<file path="config.mk">
export PLATFORM = sky130hd
export DESIGN_NAME = dual_issue
export DESIGN_NICKNAME = d
export VERILOG_FILES = /design/src/common/issue_pkg.sv /design/src/source/dual_issue.sv /design/src/issue/issue_stage.sv /design/src/issue/hazard_check.sv /design/src/source/pair_decode.sv /design/src/source/pipe_reg.sv
export VERILOG_INCLUDE_DIRS = /design/src /design/src/common
export SDC_FILE = /design/constraint.sdc
export NUM_CORES = 1
export LEC_CHECK = 0
export ABC_AREA = 1
export BUFFER_PORTS_ARGS = -buffer_cell sky130_fd_sc_hd__buf_2
export CAP_MARGIN = 20
export CORE_UTILIZATION = 35
export CTS_CLUSTER_DIAMETER = 120
export DETAILED_ROUTE_END_ITERATION = 6
export GPL_TIMING_DRIVEN = 0
export HOLD_SLACK_MARGIN = 0.08
export PLACE_DENSITY_LB_ADDON = 0.12
export SLEW_MARGIN = 0
export SYNTH_ARGS = -nofsm -noshare
export SYNTH_HDL_FRONTEND = slang
export SYNTH_SLANG_ARGS = --single-unit
</file>
<file path="constraint.sdc">
create_clock -name clk -period 7.7 [get_ports clk]
set_clock_uncertainty 0.1 [all_clocks]
set_input_delay 0.385 -clock clk [delete_from_list [all_inputs] [get_ports clk]]
set_output_delay 0.385 -clock clk [all_outputs]
set_load 0.01 [all_outputs]
</file>
<file path="src/common/issue_params.svh">
`ifndef ISSUE_PARAMS_SVH
`define ISSUE_PARAMS_SVH

`define INST_WIDTH  32
`define ADDR_WIDTH  16
`define ID_WIDTH    4
`define REG_BITS    5
`define OPCODE_BITS 6

`define OPCODE_MSB 31
`define OPCODE_LSB 26
`define RS_MSB     25
`define RS_LSB     21
`define RT_MSB     20
`define RT_LSB     16
`define RD_MSB     15
`define RD_LSB     11

`define OP_NOP   6'b000000
`define OP_LW    6'b100000
`define OP_SW    6'b100001
`define OP_JR    6'b110001
`define OP_CMP   6'b001110 // flag writers go down the branch pipe.
`define OP_TEST  6'b001111
`define OP_CMPI  6'b011110
`define OP_TESTI 6'b011111

`endif
</file>
<file path="src/common/issue_pkg.sv">
`include "issue_params.svh"

package issue_pkg;

  typedef enum logic [1:0] {
    pipe_any    = 2'd0,
    pipe_branch = 2'd1,
    pipe_memory = 2'd2
  } pipe_class_t;

  typedef struct packed {
    logic src0_used;
    logic src1_used;
    logic dest_used;
  } reg_use_t;

  ////////////////////////////////////////

  typedef struct packed {
    logic [`INST_WIDTH-1:0] inst;
    logic [`ADDR_WIDTH-1:0] pc;
    logic [`ID_WIDTH-1:0]   id;
    logic [`REG_BITS-1:0]   src0;
    logic [`REG_BITS-1:0]   src1;
    logic [`REG_BITS-1:0]   dest;
    reg_use_t               reg_use;
    pipe_class_t            pipe_class;
    logic                   is_load;
  } decoded_slot_t;

  typedef struct packed {
    decoded_slot_t slot1;
    decoded_slot_t slot0; // older instruction.
  } decoded_pair_t;

  ////////////////////////////////////////

  typedef struct packed {
    logic                   valid;
    logic [`INST_WIDTH-1:0] inst;
    logic [`ADDR_WIDTH-1:0] pc;
    logic [`ID_WIDTH-1:0]   id;
  } issue_lane_t;

  typedef struct packed {
    issue_lane_t lane1; // memory and alu.
    issue_lane_t lane0; // branch and alu.
  } issue_bundle_t;

endpackage

</file>
<file path="src/source/dual_issue.sv">
`timescale 1ns/1ps

`include "issue_params.svh"

module dual_issue
  import issue_pkg::*;
(
  input  logic                   clk,
  input  logic                   arst_n,
  input  logic                   flush,
  input  logic                   in_valid,
  output logic                   in_ready,
  input  logic [`INST_WIDTH-1:0] inst0,
  input  logic [`INST_WIDTH-1:0] inst1,
  input  logic [`ADDR_WIDTH-1:0] pc0,
  input  logic [`ADDR_WIDTH-1:0] pc1,
  input  logic [`ID_WIDTH-1:0]   id0,
  input  logic [`ID_WIDTH-1:0]   id1,
  output logic                   out_valid,
  input  logic                   out_ready,
  output logic                   lane0_valid,
  output logic [`INST_WIDTH-1:0] lane0_inst,
  output logic [`ADDR_WIDTH-1:0] lane0_pc,
  output logic [`ID_WIDTH-1:0]   lane0_id,
  output logic                   lane1_valid,
  output logic [`INST_WIDTH-1:0] lane1_inst,
  output logic [`ADDR_WIDTH-1:0] lane1_pc,
  output logic [`ID_WIDTH-1:0]   lane1_id
);

  decoded_pair_t dec_pair;
  decoded_pair_t dec_q;
  logic          dec_valid;
  logic          dec_ready;
  issue_bundle_t bundle_d;
  issue_bundle_t bundle_q;
  logic          bundle_valid;
  logic          bundle_ready;

  pair_decode decode_i (
    .inst0 (inst0),
    .inst1 (inst1),
    .pc0   (pc0),
    .pc1   (pc1),
    .id0   (id0),
    .id1   (id1),
    .pair  (dec_pair)
  );

  pipe_reg #(.payload_t(decoded_pair_t)) dec_reg (
    .clk       (clk),
    .arst_n    (arst_n),
    .flush     (flush),
    .in_valid  (in_valid),
    .in_ready  (in_ready),
    .in_data   (dec_pair),
    .out_valid (dec_valid),
    .out_ready (dec_ready),
    .out_data  (dec_q)
  );

  issue_stage issue_i (
    .clk          (clk),
    .arst_n       (arst_n),
    .flush        (flush),
    .pair_valid   (dec_valid),
    .pair_ready   (dec_ready),
    .pair         (dec_q),
    .bundle_valid (bundle_valid),
    .bundle_ready (bundle_ready),
    .bundle       (bundle_d)
  );

  pipe_reg #(.payload_t(issue_bundle_t)) out_reg (
    .clk       (clk),
    .arst_n    (arst_n),
    .flush     (flush),
    .in_valid  (bundle_valid),
    .in_ready  (bundle_ready),
    .in_data   (bundle_d),
    .out_valid (out_valid),
    .out_ready (out_ready),
    .out_data  (bundle_q)
  );

  ////////////////////////////////////////

  assign lane0_valid = bundle_q.lane0.valid;
  assign lane0_inst  = bundle_q.lane0.inst;
  assign lane0_pc    = bundle_q.lane0.pc;
  assign lane0_id    = bundle_q.lane0.id;
  assign lane1_valid = bundle_q.lane1.valid;
  assign lane1_inst  = bundle_q.lane1.inst;
  assign lane1_pc    = bundle_q.lane1.pc;
  assign lane1_id    = bundle_q.lane1.id;

endmodule

</file>
<file path="src/issue/issue_stage.sv">
`timescale 1ns/1ps

`include "issue_params.svh"

module issue_stage
  import issue_pkg::*;
(
  input  logic          clk,
  input  logic          arst_n,
  input  logic          flush,
  input  logic          pair_valid,
  output logic          pair_ready,
  input  decoded_pair_t pair,
  output logic          bundle_valid,
  input  logic          bundle_ready,
  output issue_bundle_t bundle
);

  logic                 held_valid;
  decoded_slot_t        held_slot;
  logic                 last_load_valid;
  logic [`REG_BITS-1:0] last_load_dest;
  decoded_slot_t        head;
  logic                 load_use;
  logic                 split;
  logic                 swap;
  logic                 issue_tail;
  logic                 xfer;
  logic                 load_hit_head;
  logic                 load_hit_tail;

  function automatic issue_lane_t to_lane(input decoded_slot_t s);
    issue_lane_t l;
    l.valid = 1'b1;
    l.inst = s.inst;
    l.pc = s.pc;
    l.id = s.id;
    return l;
  endfunction

  assign head = held_valid ? held_slot : pair.slot0; // held tail goes first.

  hazard_check hazard_i (
    .head            (head),
    .tail            (pair.slot1),
    .tail_present    (!held_valid),
    .last_load_valid (last_load_valid),
    .last_load_dest  (last_load_dest),
    .load_use        (load_use),
    .split           (split),
    .swap            (swap)
  );

  assign issue_tail   = !held_valid && !load_use && !split;
  assign bundle_valid = held_valid || pair_valid;
  assign xfer         = bundle_valid && bundle_ready;
  assign pair_ready   = !held_valid && !load_use && bundle_ready;

  ////////////////////////////////////////

  always_comb begin
    bundle = '0; // bubble when load_use.
    if (!load_use) begin
      if (issue_tail) begin
        bundle.lane0 = swap ? to_lane(pair.slot1) : to_lane(head);
        bundle.lane1 = swap ? to_lane(head) : to_lane(pair.slot1);
      end else if (head.pipe_class == pipe_memory) begin
        bundle.lane1 = to_lane(head);
      end else begin
        bundle.lane0 = to_lane(head);
      end
    end
  end

  // a younger write to the same register hides the load.
  assign load_hit_tail = issue_tail && pair.slot1.is_load;
  assign load_hit_head = head.is_load && !(issue_tail && pair.slot1.reg_use.dest_used &&
                                           pair.slot1.dest == head.dest);

  always_ff @(posedge clk or negedge arst_n) begin
    if (!arst_n) begin
      held_valid      <= 1'b0;
      last_load_valid <= 1'b0;
    end else if (flush) begin
      held_valid      <= 1'b0;
      last_load_valid <= 1'b0;
    end else if (xfer) begin
      held_valid      <= held_valid ? load_use : (!load_use && split);
      last_load_valid <= !load_use && (load_hit_head || load_hit_tail);
    end
  end

  always_ff @(posedge clk) begin
    if (xfer && !held_valid && !load_use && split) begin
      held_slot <= pair.slot1;
    end
    if (xfer) begin
      last_load_dest <= load_hit_tail ? pair.slot1.dest : head.dest;
    end
  end

endmodule

</file>
<file path="src/issue/hazard_check.sv">
`timescale 1ns/1ps

`include "issue_params.svh"

module hazard_check
  import issue_pkg::*;
(
  input  decoded_slot_t        head,
  input  decoded_slot_t        tail,
  input  logic                 tail_present,
  input  logic                 last_load_valid,
  input  logic [`REG_BITS-1:0] last_load_dest,
  output logic                 load_use,
  output logic                 split,
  output logic                 swap
);

  logic head_src0_hit;
  logic head_src1_hit;
  logic tail_dep;
  logic both_branch;
  logic both_memory;

  ////////////////////////////////////////
  // load-use against the last issued lw

  assign head_src0_hit = head.reg_use.src0_used && (head.src0 == last_load_dest);
  assign head_src1_hit = head.reg_use.src1_used && (head.src1 == last_load_dest);

  assign load_use = last_load_valid && (head_src0_hit || head_src1_hit);

  ////////////////////////////////////////
  // intra-pair dependency and pipe conflict

  always_comb begin
    tail_dep = 1'b0;
    if (head.reg_use.dest_used) begin
      if (tail.reg_use.src0_used && tail.src0 == head.dest) begin
        tail_dep = 1'b1;
      end
      if (tail.reg_use.src1_used && tail.src1 == head.dest) begin
        tail_dep = 1'b1;
      end
    end
  end

  assign both_branch = (head.pipe_class == pipe_branch) && (tail.pipe_class == pipe_branch);
  assign both_memory = (head.pipe_class == pipe_memory) && (tail.pipe_class == pipe_memory);

  assign split = tail_present && (tail_dep || both_branch || both_memory);

  // branch needs lane 0, memory needs lane 1.
  assign swap = (head.pipe_class == pipe_memory) || (tail.pipe_class == pipe_branch);

endmodule

</file>
<file path="src/source/pair_decode.sv">
`timescale 1ns/1ps

`include "issue_params.svh"

module pair_decode
  import issue_pkg::*;
(
  input  logic [`INST_WIDTH-1:0] inst0,
  input  logic [`INST_WIDTH-1:0] inst1,
  input  logic [`ADDR_WIDTH-1:0] pc0,
  input  logic [`ADDR_WIDTH-1:0] pc1,
  input  logic [`ID_WIDTH-1:0]   id0,
  input  logic [`ID_WIDTH-1:0]   id1,
  output decoded_pair_t          pair
);

  function automatic decoded_slot_t decode_slot(
    input logic [`INST_WIDTH-1:0] inst,
    input logic [`ADDR_WIDTH-1:0] pc,
    input logic [`ID_WIDTH-1:0]   id
  );
    decoded_slot_t s;
    logic [`OPCODE_BITS-1:0] op;
    logic [`REG_BITS-1:0] rs;
    logic [`REG_BITS-1:0] rt;
    logic [`REG_BITS-1:0] rd;
    op = inst[`OPCODE_MSB:`OPCODE_LSB];
    rs = inst[`RS_MSB:`RS_LSB];
    rt = inst[`RT_MSB:`RT_LSB];
    rd = inst[`RD_MSB:`RD_LSB];
    s = '0; // unused register fields stay zero.
    s.inst = inst;
    s.pc = pc;
    s.id = id;
    s.pipe_class = pipe_any;
    casez (op)
      6'b00????: begin // alu register form.
        if (op != `OP_NOP) begin
          s.src0 = rs;
          s.src1 = rt;
          s.dest = rd;
          s.reg_use.src0_used = 1'b1;
          s.reg_use.src1_used = 1'b1;
          s.reg_use.dest_used = 1'b1;
        end
        if (op == `OP_CMP || op == `OP_TEST) begin
          s.pipe_class = pipe_branch;
        end
      end
      6'b01????: begin // alu immediate.
        s.src0 = rs;
        s.dest = rt;
        s.reg_use.src0_used = 1'b1;
        s.reg_use.dest_used = 1'b1;
        if (op == `OP_CMPI || op == `OP_TESTI) begin
          s.pipe_class = pipe_branch;
        end
      end
      6'b10????: begin
        s.pipe_class = pipe_memory;
        if (op == `OP_LW) begin
          s.src0 = rs;
          s.dest = rt;
          s.reg_use.src0_used = 1'b1;
          s.reg_use.dest_used = 1'b1;
          s.is_load = 1'b1;
        end else if (op == `OP_SW) begin
          s.src0 = rs;
          s.src1 = rt; // store data.
          s.reg_use.src0_used = 1'b1;
          s.reg_use.src1_used = 1'b1;
        end
      end
      default: begin // branches.
        s.pipe_class = pipe_branch;
        if (op == `OP_JR) begin
          s.src0 = rs;
          s.reg_use.src0_used = 1'b1;
        end
      end
    endcase
    return s;
  endfunction

  assign pair.slot0 = decode_slot(inst0, pc0, id0);
  assign pair.slot1 = decode_slot(inst1, pc1, id1);

endmodule

</file>
<file path="src/source/pipe_reg.sv">
`timescale 1ns/1ps

module pipe_reg #(
  parameter type payload_t = logic
) (
  input  logic     clk,
  input  logic     arst_n,
  input  logic     flush,
  input  logic     in_valid,
  output logic     in_ready,
  input  payload_t in_data,
  output logic     out_valid,
  input  logic     out_ready,
  output payload_t out_data
);

  logic run;

  // low through reset and for the first edge after it.
  always_ff @(posedge clk or negedge arst_n) begin
    if (!arst_n) begin
      run <= 1'b0;
    end else begin
      run <= 1'b1;
    end
  end

  assign in_ready = run && !flush && (!out_valid || out_ready);

  always_ff @(posedge clk or negedge arst_n) begin
    if (!arst_n) begin
      out_valid <= 1'b0;
      out_data  <= '0; // keeps lane valids low out of reset.
    end else if (flush) begin
      out_valid <= 1'b0;
    end else if (in_ready) begin
      out_valid <= in_valid;
      if (in_valid) begin
        out_data <= in_data;
      end
    end
  end

endmodule

</file>
# Word level (Yosys, flattened, before mapping)
# Cells that the tools add are included.
[totals]
register_bits = 335
out_inout_bits = 108
input_bits = 109
wordCells = 189
[op_classes]
n_eq_ne = 27
mux = 62
n_bitwise = 1
n_reduce_logical = 52
[op_table]
columns = ["cell", "count"]
rows = [
  ["$mux 106", 2],
  ["$mux 53", 2],
  ["$mux 52", 2],
  ["$mux 73", 1],
  ["$pmux 5 s3", 4],
  ["$mux 5", 9],
  ["$eq 6x6->1 const B", 6],
  ["$mux 18", 2],
  ["$mux 1", 26],
  ["$eq 5x5->1", 5],
  ["$eq 6x4->1 const B", 4],
  ["$eq 6x5->1 const B", 4],
  ["$logic_and 1x1->1", 24],
  ["$mux 10", 2],
  ["$pmux 5 s2", 2],
  ["$logic_or 1x1->1", 12],
  ["$pmux 1 s3", 4],
  ["$pmux 2 s3", 2],
  ["$reduce_bool 6->1", 2],
  ["$eq 2x1->1 const B", 4],
  ["$eq 2x2->1 const B", 4],
  ["$logic_not 1->1", 7],
  ["$reduce_and 3->1", 2],
  ["$reduce_bool 2->1", 3],
  ["4 further kinds", 7],
]

# Depth between registers and ports, before layout
# Gate-level depths: netlist of run 1.
[logic_depth]
ltp_word = 19
ltp_mapped = 18
mapped_depth_nobuf = 14

# Hierarchy
# Synthesis of run 1 repeated with hierarchy kept, for this count alone.
[hier_totals]
hier_cells = 2149
area_unflattened_um2 = 17639.4
[by_module_without_submodules]
columns = ["mod", "cells_per_inst", "area_per_inst_um2", "seq_area_each_um2", "instances"]
rows = [
  ["pipe_reg (dec_reg)", 661, 6108.4, 3703.6, 1],
  ["issue_stage", 690, 5373.9, 2392.3, 1],
  ["pipe_reg (out_reg)", 482, 4415.5, 2702.6, 1],
  ["pair_decode", 222, 1338.8, 0.0, 1],
  ["hazard_check", 94, 402.9, 0.0, 1],
]

# Worst setup path after synthesis of run 1
# No wires, ideal clock.
[synth_path]
kind = "reg-to-reg"
startpoint = "register issue_i.held_valid"
endpoint = "register issue_i.held_slot[0] (netlist bit) (enable)"
t_arrival_ns = 4.768
path_slack_ns = 2.326
synth_period_minus_slack_ns = 5.374
path_stages_with_launch = 14
cell_sequence = "dfrtp_1 -> buf_6 -> or2_2 -> o21ai_2 -> nand2_2 -> inv_2 -> nand2_1 -> o31ai_1 -> a21oi_2 -> buf_4 -> buf_6 -> nor2_1 -> nand2_1 -> nor2_1"
[synth_via]
elab_chain_len = 10
word_cells_on_any_way = 28
[synth_lines]
columns = ["element", "line", "rtl"]
rows = [
  ["start, declared", "issue_stage.sv:19", "logic held_valid;"],
  ["start signal, assigned", "issue_stage.sv:88", "held_valid <= held_valid ? load_use : (!load_use && split);"],
  ["$mux 73", "issue_stage.sv:41", "assign head = held_valid ? held_slot : pair.slot0;"],
  ["$eq 5x5->1", "hazard_check.sv:38", "if (tail.reg_use.src0_used && tail.src0 == head.dest) begin"],
  ["$logic_and 1x1->1", "hazard_check.sv:38", ""],
  ["$mux 1", "hazard_check.sv:38", ""],
  ["$mux 1", "hazard_check.sv:41", "if (tail.reg_use.src1_used && tail.src1 == head.dest) begin"],
  ["$mux 1", "hazard_check.sv:37", "if (head.reg_use.dest_used) begin"],
  ["$logic_or 1x1->1 (2 in series)", "hazard_check.sv:50", "assign split = tail_present && (tail_dep || both_branch || both_memory);"],
  ["$logic_and 1x1->1", "hazard_check.sv:50", ""],
  ["$logic_and 1x1->1 *", "issue_stage.sv:94", "if (xfer && !held_valid && !load_use && split) begin"],
  ["end signal, assigned", "issue_stage.sv:95", "held_slot <= pair.slot1;"],
  ["end, declared", "issue_stage.sv:20", "decoded_slot_t held_slot;"],
]
# Every way passes the cells marked *; elsewhere a longest branch is shown, timed or not.
# A chain may end at the register's enable or synchronous reset.

# Worst setup path after layout of run 1
[layout_path]
startpoint = "register issue_i.held_valid"
endpoint = "register issue_i.held_slot[64] (netlist bit) (enable)"
# Same word-level chain as after synthesis.

==> results.sh, run 1 <==
export IMPL_status="finished with violations"
export IMPL_violations="DRC"
export IMPL_critPathSlowestCell="sky130_fd_sc_hd__nor2_4"
export IMPL_unrepaired_setup_endpoints_after_global_routing="no"
export IMPL_crit_type="flop to flop"
export IMPL_start_util_pct=35.7
export IMPL_grt_util_met1_pct=35.1
export IMPL_maximum_number_of_pins_on_one_net_before_global_route_repair=116
export IMPL_grt_usage_pct=25.8
export IMPL_dp_worst_setup_slack_ns=3.99
export IMPL_clk_insertion_delay_late_ns=0.58
export IMPL_synth_yosys_seq_area_share_pct=52.4
export IMPL_worst_setup_path_end_kind="flop"
export IMPL_post_synth_num_cell_types=34
export IMPL_period_share_pct=48.8
export IMPL_layoutNonFillerInstCount=3162
export IMPL_startpoint_type="flop"
export IMPL_leak_pwr_uw=0.0107
export IMPL_number_of_antenna_violations_at_the_first_check_in_global_routing=0
export IMPL_worstMarginPinSlew_ns=1.06
export IMPL_fillerInstances=4712
export IMPL_avgViaCountPerCell=5.09
export IMPL_fmaxAchievable_ghz=0.266
export IMPL_worstPathCellList="buf_6, inv_4, buf_4, nand2_1, nand2_1, nand2_2, inv_2, nand2_1, o31ai_1, a21oi_2, buf_4, buf_6, nor2_1, nand2_1, nor2_4, buf_16, buf_16"
export IMPL_cp_data_arrival_time_ns=3.93
export IMPL_fp_coreArea_sq_mm=0.0469
export IMPL_global_route_overflow_total=0
export IMPL_power_ir_vdd_worst_uv=150
export IMPL_gpl_final_weighted_congestion=0.898
export IMPL_ys_warnings_count=0
export IMPL_cts_root_buf="sky130_fd_sc_hd__clkbuf_16"
export IMPL_synth_fp_nets=2265
export IMPL_drt_pass1_iter_count=7
export IMPL_detailed_route_wire_length_um=62300
export IMPL_cp_data_required_time_ns=7.88
export IMPL_areaGrowthSynthToFinish_pct=26.1
export IMPL_globalRouteMet3Util_pct=4.45
export IMPL_dieArea_sq_mm=0.0487
export IMPL_crit_top_cell="sky130_fd_sc_hd__nand2_1"
export IMPL_most_common_layout_cells="sky130_fd_sc_hd__nand2_1, sky130_fd_sc_hd__nand3_1, sky130_fd_sc_hd__buf_2"
export IMPL_power_per_cell_area_mw_per_mm2=304
export IMPL_dp_cells=2983
export IMPL_first_global_vias=15595
export IMPL_grt_busiest_layer="met2"
export IMPL_dieHeight_um=221
export IMPL_report_final_setup_viol=0
export IMPL_grt_first_pass_wirelength_um=94200
export IMPL_netlist_area_sq_mm=0.0167
export IMPL_cts_tree="built"
export IMPL_final_layout_size_suffix_gt1_share_pct=14.1
export IMPL_final_nets=2633
export IMPL_cts_setup_buffers=0
export IMPL_final_critical_path_setup_slack_ns=3.95
export IMPL_count_of_input_and_output_buffers=215
export IMPL_detailroute_via_count=16106
export IMPL_async_reset_ff_share_pct=76.7
export IMPL_initialDrtViolationCount=1430
export IMPL_worst_path_max_fanout=22
export IMPL_drv_cap=0
export IMPL_number_of_enable_type_register_cells_in_the_synthesized_netlist=78
export IMPL_synth_cells=2156
export IMPL_layout_commonest_cell="sky130_fd_sc_hd__nand2_1"
export IMPL_report_final_slew_viol_count=0
export IMPL_cp_slowest_stage_delay_ns=0.56
export IMPL_cts_htree_levels=2
export IMPL_postRouteAntennaNets=0
export IMPL_min_path_type="primary input to flop"
export IMPL_clock_sink_count=335
export IMPL_dp_hpwl_um=45800
export IMPL_met2_resource_use_gr_pct=42.1
export IMPL_cts_inserted_buffers=40
export IMPL_top_level_ports=217
export IMPL_floorplan_rows=79
export IMPL_synth_area_per_cell_sq_um=7.76
export IMPL_avgRoutedWirePerCell_um=19.7
export IMPL_clk_pin_slew_ns=0.06
export IMPL_die_x_um=221
export IMPL_synth_ff_type="sky130_fd_sc_hd__dfrtp_1"
export IMPL_hold_viol=0
export IMPL_drcViolationCount=13
export IMPL_yosys_register_bits=335
export IMPL_remaining_max_slew_budget_at_the_tightest_pin_pct=28.7
export IMPL_minimum_period_implied_by_the_final_worst_setup_slack_ns=3.75
export IMPL_diodes=0
export IMPL_clockBufferDepth=3
[worst max-delay path: cells and delay by family (launching register included)]
kind	cells	cell delay [ns]
buffers and inverters	8	1.53
DFF	1	0.37
AOI/OAI and AO/OA	2	0.18
and+or+nand+nor	7	1.23
[per-stage QoR]
step                      utilization [%]  TNS (ns)  total power [uW]  hold WS, ns  area, sq um
final                                45.0         0              6420        0.116        21100
after global routing                 45.0         0              6830        0.154        21100
after detailed placement             40.0         0              4490        0.322        18700
after floorplan                         -         0              3680      -0.0106        16700
after CTS                            45.0         0              6460       0.0966        21100
after global placement               39.6    -37.18              4460        0.359        18600
[state kept, by name (all words and copies together) (netlist names)]
signal	cells
dec_reg.out_data	146
issue_i.last_load_valid	1
out_reg.out_data	106
out_reg.run	1
issue_i.held_slot	73
dec_reg.out_valid	1
out_reg.out_valid	1
issue_i.held_valid	1
issue_i.last_load_dest	5
[report_power, final]
group          internal, uW  total, uW  switching, uW  leakage (uW)
sequential             2240       2550            304       0.00395
combinational           733       1960           1230       0.00608
clock                  1130       1900            776      0.000642
total                  4110       6420           2310        0.0107
[cell families after synthesis]
kind of cell    count (synthesis)  synth area share (%)
simple gates                 1258                  31.2
flops                         335                  52.4
compound gates                292                  9.21
buf+inv                       268                  7.01
xor+xnor                        2                 0.105
other cells                     1                0.0224
[area by class of cell]
cell class	instances	area, sq um	area share, %
multi-input cells	1553	6790	32.2
plain buffers	149	723	3.43
clock inverters	6	41.3	0.196
well taps	607	759	3.60
clock buffers	67	1280	6.05
flip-flops and latches	335	8770	41.6
inverters	119	449	2.13
repair buffers	326	2280	10.8
[cells in the mapped netlist, types with 5 or more instances]
| cell type | number | area, sq um |
|---|---|---|
| sky130_fd_sc_hd__edfxtp_1 | 78 | 2340 |
| sky130_fd_sc_hd__nand4_1 | 15 | 93.8 |
| sky130_fd_sc_hd__o21ai_0 | 206 | 1030 |
| sky130_fd_sc_hd__o22ai_1 | 5 | 31.3 |
| sky130_fd_sc_hd__a22oi_1 | 5 | 37.5 |
| sky130_fd_sc_hd__buf_2 | 44 | 220 |
| sky130_fd_sc_hd__buf_1 | 12 | 45.0 |
| sky130_fd_sc_hd__nor2_1 | 34 | 128 |
| sky130_fd_sc_hd__dfrtp_1 | 257 | 6430 |
| sky130_fd_sc_hd__buf_4 | 19 | 143 |
| sky130_fd_sc_hd__o21ai_1 | 60 | 300 |
| sky130_fd_sc_hd__inv_1 | 116 | 435 |
| sky130_fd_sc_hd__buf_6 | 5 | 56.3 |
| sky130_fd_sc_hd__a21oi_1 | 5 | 25.0 |
| sky130_fd_sc_hd__clkbuf_1 | 69 | 259 |
| sky130_fd_sc_hd__nand2_1 | 859 | 3220 |
| sky130_fd_sc_hd__nand3_1 | 338 | 1690 |
| sky130_fd_sc_hd__o2111a_1 | 5 | 56.3 |
[layer usage]
layer	wire length, um	up-vias
met2	29300	567
met1	27300	7637
li1	-	7801
met4	1580	0
met3	4180	101
met5	0	-
[worst paths after layout]
| path | startpoint | to | slack (ns) | depth (start not counted) |
|---|---|---|---|---|
| max | issue_i.held_valid | issue_i.held_slot[64] | 3.95 | 17 |
| min | out_ready | out_reg.out_valid | 0.12 | 4 |
| max reg2reg | issue_i.held_valid | issue_i.held_slot[64] | 3.95 | 17 |
| min reg2reg | dec_reg.out_data[28] | dec_reg.out_data[28] | 0.37 | 2 |
| max in group asynchronous | arst_n | out_reg.out_data[66] | 6.15 | 3 |
| min in group asynchronous | arst_n | out_reg.out_data[95] | 0.30 | 2 |
[repair_timing]
action / 4_1_cts / 5_1_grt
setup endpoints to repair: 0 / 0
endpoints found under the hold margin: 201 / 0
hold buffers: 106 / 0
resized for setup: 0 / 0
No activity file was read; power rests on OpenSTA's default activity.
==> inputs of run 2 (changes only) <==
--- a/config.mk
+++ b/config.mk
@@ -6,7 +6,7 @@
 export SDC_FILE = /design/constraint.sdc
 export NUM_CORES = 1
 export LEC_CHECK = 0
-export ABC_AREA = 1
+export ABC_AREA = 0
 export BUFFER_PORTS_ARGS = -buffer_cell sky130_fd_sc_hd__buf_2
 export CAP_MARGIN = 20
 export CORE_UTILIZATION = 35
==> constraint.sdc (replaced) <==
create_clock -name clk -period 3.6 [get_ports clk]
set_clock_uncertainty 0.1 [all_clocks]
set_input_delay 0.18 -clock clk [delete_from_list [all_inputs] [get_ports clk]]
set_output_delay 0.18 -clock clk [all_outputs]
set_load 0.01 [all_outputs]
==> results.sh, run 2 <==
export IMPL_status="complete, no violations"
export IMPL_floorplan_rows=74
export IMPL_drv_cap=0
export IMPL_number_of_antenna_violations_at_the_first_check_in_global_routing=1
export IMPL_unrepaired_setup_endpoints_after_global_routing="no"
export IMPL_cp_data_arrival_time_ns=3.47
export IMPL_synth_xor_area_share_pct=1.43
export IMPL_avgRoutedWirePerCell_um=22.3
export IMPL_leak_pwr_uw=0.00810
export IMPL_reg2reg_setup_slack_ns=0.26
export IMPL_dieHeight_um=207
export IMPL_remaining_max_slew_budget_at_the_tightest_pin_pct=29.7
export IMPL_most_common_layout_cells="sky130_fd_sc_hd__dfrtp_1, sky130_fd_sc_hd__buf_2, sky130_fd_sc_hd__nand2_1"
export IMPL_synth_area_per_cell_sq_um=11.7
export IMPL_cp_data_required_time_ns=3.72
export IMPL_hold_viol=0
export IMPL_report_final_slew_viol_count=0
export IMPL_avgViaCountPerCell=5.30
export IMPL_cts_hold_repair_buffers=107
export IMPL_ys_top_cells_by_area="sky130_fd_sc_hd__dfrtp_1, sky130_fd_sc_hd__edfxtp_1, sky130_fd_sc_hd__mux2_2, sky130_fd_sc_hd__o221ai_1, sky130_fd_sc_hd__a21oi_1"
export IMPL_async_reset_ff_share_pct=76.7
export IMPL_cts_setup_buffers=0
export IMPL_final_nets=1742
export IMPL_worst_setup_path_end_kind="flop"
export IMPL_count_of_input_and_output_buffers=215
export IMPL_grt_first_pass_wirelength_um=74300
export IMPL_finish_utilization_pct=46.0
export IMPL_cts_root_buf="sky130_fd_sc_hd__clkbuf_16"
export IMPL_top_regs="dec_reg.out_data (146), out_reg.out_data (106), issue_i.held_slot (73)"
export IMPL_dp_worst_setup_slack_ns=0.233
export IMPL_worst_path_max_fanout=38
export IMPL_cp_slowest_stage_delay_ns=0.65
export IMPL_clk_insertion_delay_late_ns=0.55
export IMPL_power_ir_vdd_worst_uv=459
export IMPL_synth_largest_area_cell="sky130_fd_sc_hd__dfrtp_1"
export IMPL_cts_htree_levels=2
export IMPL_largest_reg_flops=146
export IMPL_synthMostInstantiatedCell="sky130_fd_sc_hd__dfrtp_1"
export IMPL_minimum_period_implied_by_the_final_worst_setup_slack_ns=3.34
export IMPL_crit_type="flop to flop"
export IMPL_critPathSlowestCell="sky130_fd_sc_hd__and3_4"
export IMPL_total_of_cells_resized_after_clock_tree_synthesis=0
export IMPL_synthSimpleGateAreaFrac_pct=9.23
export IMPL_number_of_enable_type_register_cells_in_the_synthesized_netlist=78
export IMPL_dp_hpwl_um=33600
export IMPL_synth_top_area_share_pct=43.7
export IMPL_worstMarginPinSlew_ns=1.05
export IMPL_synth_cells=1264
export IMPL_first_global_vias=11790
export IMPL_startpoint_type="flop"
export IMPL_clk_pin_slew_ns=0.06
export IMPL_final_critical_path_setup_slack_ns=0.256
export IMPL_synth_adder_area_share_pct=0
export IMPL_dieArea_sq_mm=0.0429
export IMPL_clock_sink_count=335
export IMPL_timing_reg2reg_worst_path_depth=9
export IMPL_die_x_um=207
export IMPL_netlist_area_sq_mm=0.0147
export IMPL_r2r_end="issue_i.held_slot[40]"
export IMPL_diodes=0
export IMPL_yosys_register_bits=335
export IMPL_synth_yosys_seq_area_share_pct=59.6
export IMPL_global_route_overflow_total=0
export IMPL_crit_reg2reg_launch="issue_i.held_valid"
export IMPL_fmaxAchievable_ghz=0.299
export IMPL_largest_family_of_logic_cells_by_synthesized_area="compound AO/OA/AOI/OAI gates"
export IMPL_grt_usage_pct=22.8
export IMPL_share_of_synthesized_area_spent_on_multiplexers_pct=13.0
export IMPL_cts_inserted_buffers=39
export IMPL_detailroute_via_count=11633
export IMPL_power_per_cell_area_mw_per_mm2=669
export IMPL_timing_critical_path_max_delay_family="simple AND/OR/NAND/NOR gates"
export IMPL_post_synth_num_cell_types=49
export IMPL_gpl_final_weighted_congestion=0.822
export IMPL_cts_tree="built"
export IMPL_layout_commonest_cell="sky130_fd_sc_hd__dfrtp_1"
export IMPL_top_level_ports=217
export IMPL_postRouteAntennaNets=0
export IMPL_synth_ff_type="sky130_fd_sc_hd__dfrtp_1"
export IMPL_synthTopCellsByCount="sky130_fd_sc_hd__dfrtp_1, sky130_fd_sc_hd__nand2_1, sky130_fd_sc_hd__a21oi_1, sky130_fd_sc_hd__nor2_1, sky130_fd_sc_hd__mux2_2"
export IMPL_clockBufferDepth=3
export IMPL_min_path_type="primary input to async pin"
export IMPL_synth_fp_nets=1373
export IMPL_ys_warnings_count=0
export IMPL_period_share_pct=92.9
export IMPL_areaGrowthSynthToFinish_pct=28.6
export IMPL_detailed_route_wire_length_um=48900
export IMPL_drt_pass1_iter_count=5
export IMPL_maximum_number_of_pins_on_one_net_before_global_route_repair=111
export IMPL_critPathBufInv=3
export IMPL_final_layout_size_suffix_gt1_share_pct=26.6
export IMPL_start_util_pct=35.8
export IMPL_report_final_setup_viol=0
export IMPL_initialDrtViolationCount=871
export IMPL_drcViolationCount=0
export IMPL_hold_slack_final_ns=0.0916
export IMPL_synth_compound_area_share_pct=13.5
export IMPL_top_register="dec_reg.out_data"
export IMPL_fp_coreArea_sq_mm=0.0412
export IMPL_worstPathCellList="buf_4, buf_6, mux2i_4, xnor2_1, nor4_1, nand4_1, a21oi_1, and3_4, buf_16"
==> run 2: changes by cell type in the layout (fill, tap and decap cells not counted), moves of 13 or more <==
cell and change:
sky130_fd_sc_hd__a22o_1 +13, sky130_fd_sc_hd__nand2_1 -700, sky130_fd_sc_hd__inv_1 -105, sky130_fd_sc_hd__mux2_2 +107, sky130_fd_sc_hd__clkbuf_1 -28, sky130_fd_sc_hd__o21ai_1 -60
sky130_fd_sc_hd__nor2_1 +93, sky130_fd_sc_hd__a21oi_1 +121, sky130_fd_sc_hd__o21ai_0 -173, sky130_fd_sc_hd__o221ai_1 +102, sky130_fd_sc_hd__nand3_1 -329, sky130_fd_sc_hd__mux2i_1 +63
==> run 2: worst max path at each step <==
stage,startpoint,end,cells after the start
floorplan,issue_i.held_valid,issue_i.held_slot[0],8
global placement,arst_n,out_reg.out_data[12],1
CTS,issue_i.held_valid,issue_i.held_slot[42],9
detailed placement,issue_i.held_valid,issue_i.held_slot[51],9
finish,issue_i.held_valid,issue_i.held_slot[40],9
global route,issue_i.held_valid,issue_i.held_slot[40],9
==> run 2: metrics by stage <==
step,TNS [ns],cells,total power [uW],cell area (sq um)
after detailed placement,0,2016,8650,16600
after global placement,-793.34,2011,8590,16500
after floorplan,0,1264,7180,14700
after global routing,0,2195,13300,19000
after CTS,0,2194,12800,18900
final,0,2195,12700,19000
==> run 2: metal layers <==
metal | global-route usage [%] | part of all wire, % | up-vias
met5 | 0 | 0.020 | -
met4 | 7.26 | 2.5 | 2
met3 | 4.43 | 5.7 | 65
met2 | 36.3 | 46 | 366
met1 | 31.5 | 45 | 5861
li1 | - | - | 5339
==> run 2: logic make-up after synthesis <==
kind of cell | count (synthesis)
buffers and inverters | 101
AND/OR/NAND/NOR | 333
multiplexers | 175
flip-flops | 335
XOR/XNOR | 24
AO/OA/AOI/OAI | 295
other | 1
==> run 2: cell type report <==
cell class	instances	area, sq um
fill	3875	22300
sequential	335	8770
multi-input combinational	828	5470
timing repair buffer	328	2260
clock buffer	62	1200
tap	532	666
buffer	90	448
clock inverter	9	91.3
inverter	11	41.3
==> run 2: power breakdown <==
part	internal (uW)	leakage, uW	switching, uW
combinational	1390	0.00356	1860
sequential	4790	0.00391	634
clock	2420	0.000631	1580
total	8610	0.00810	4080
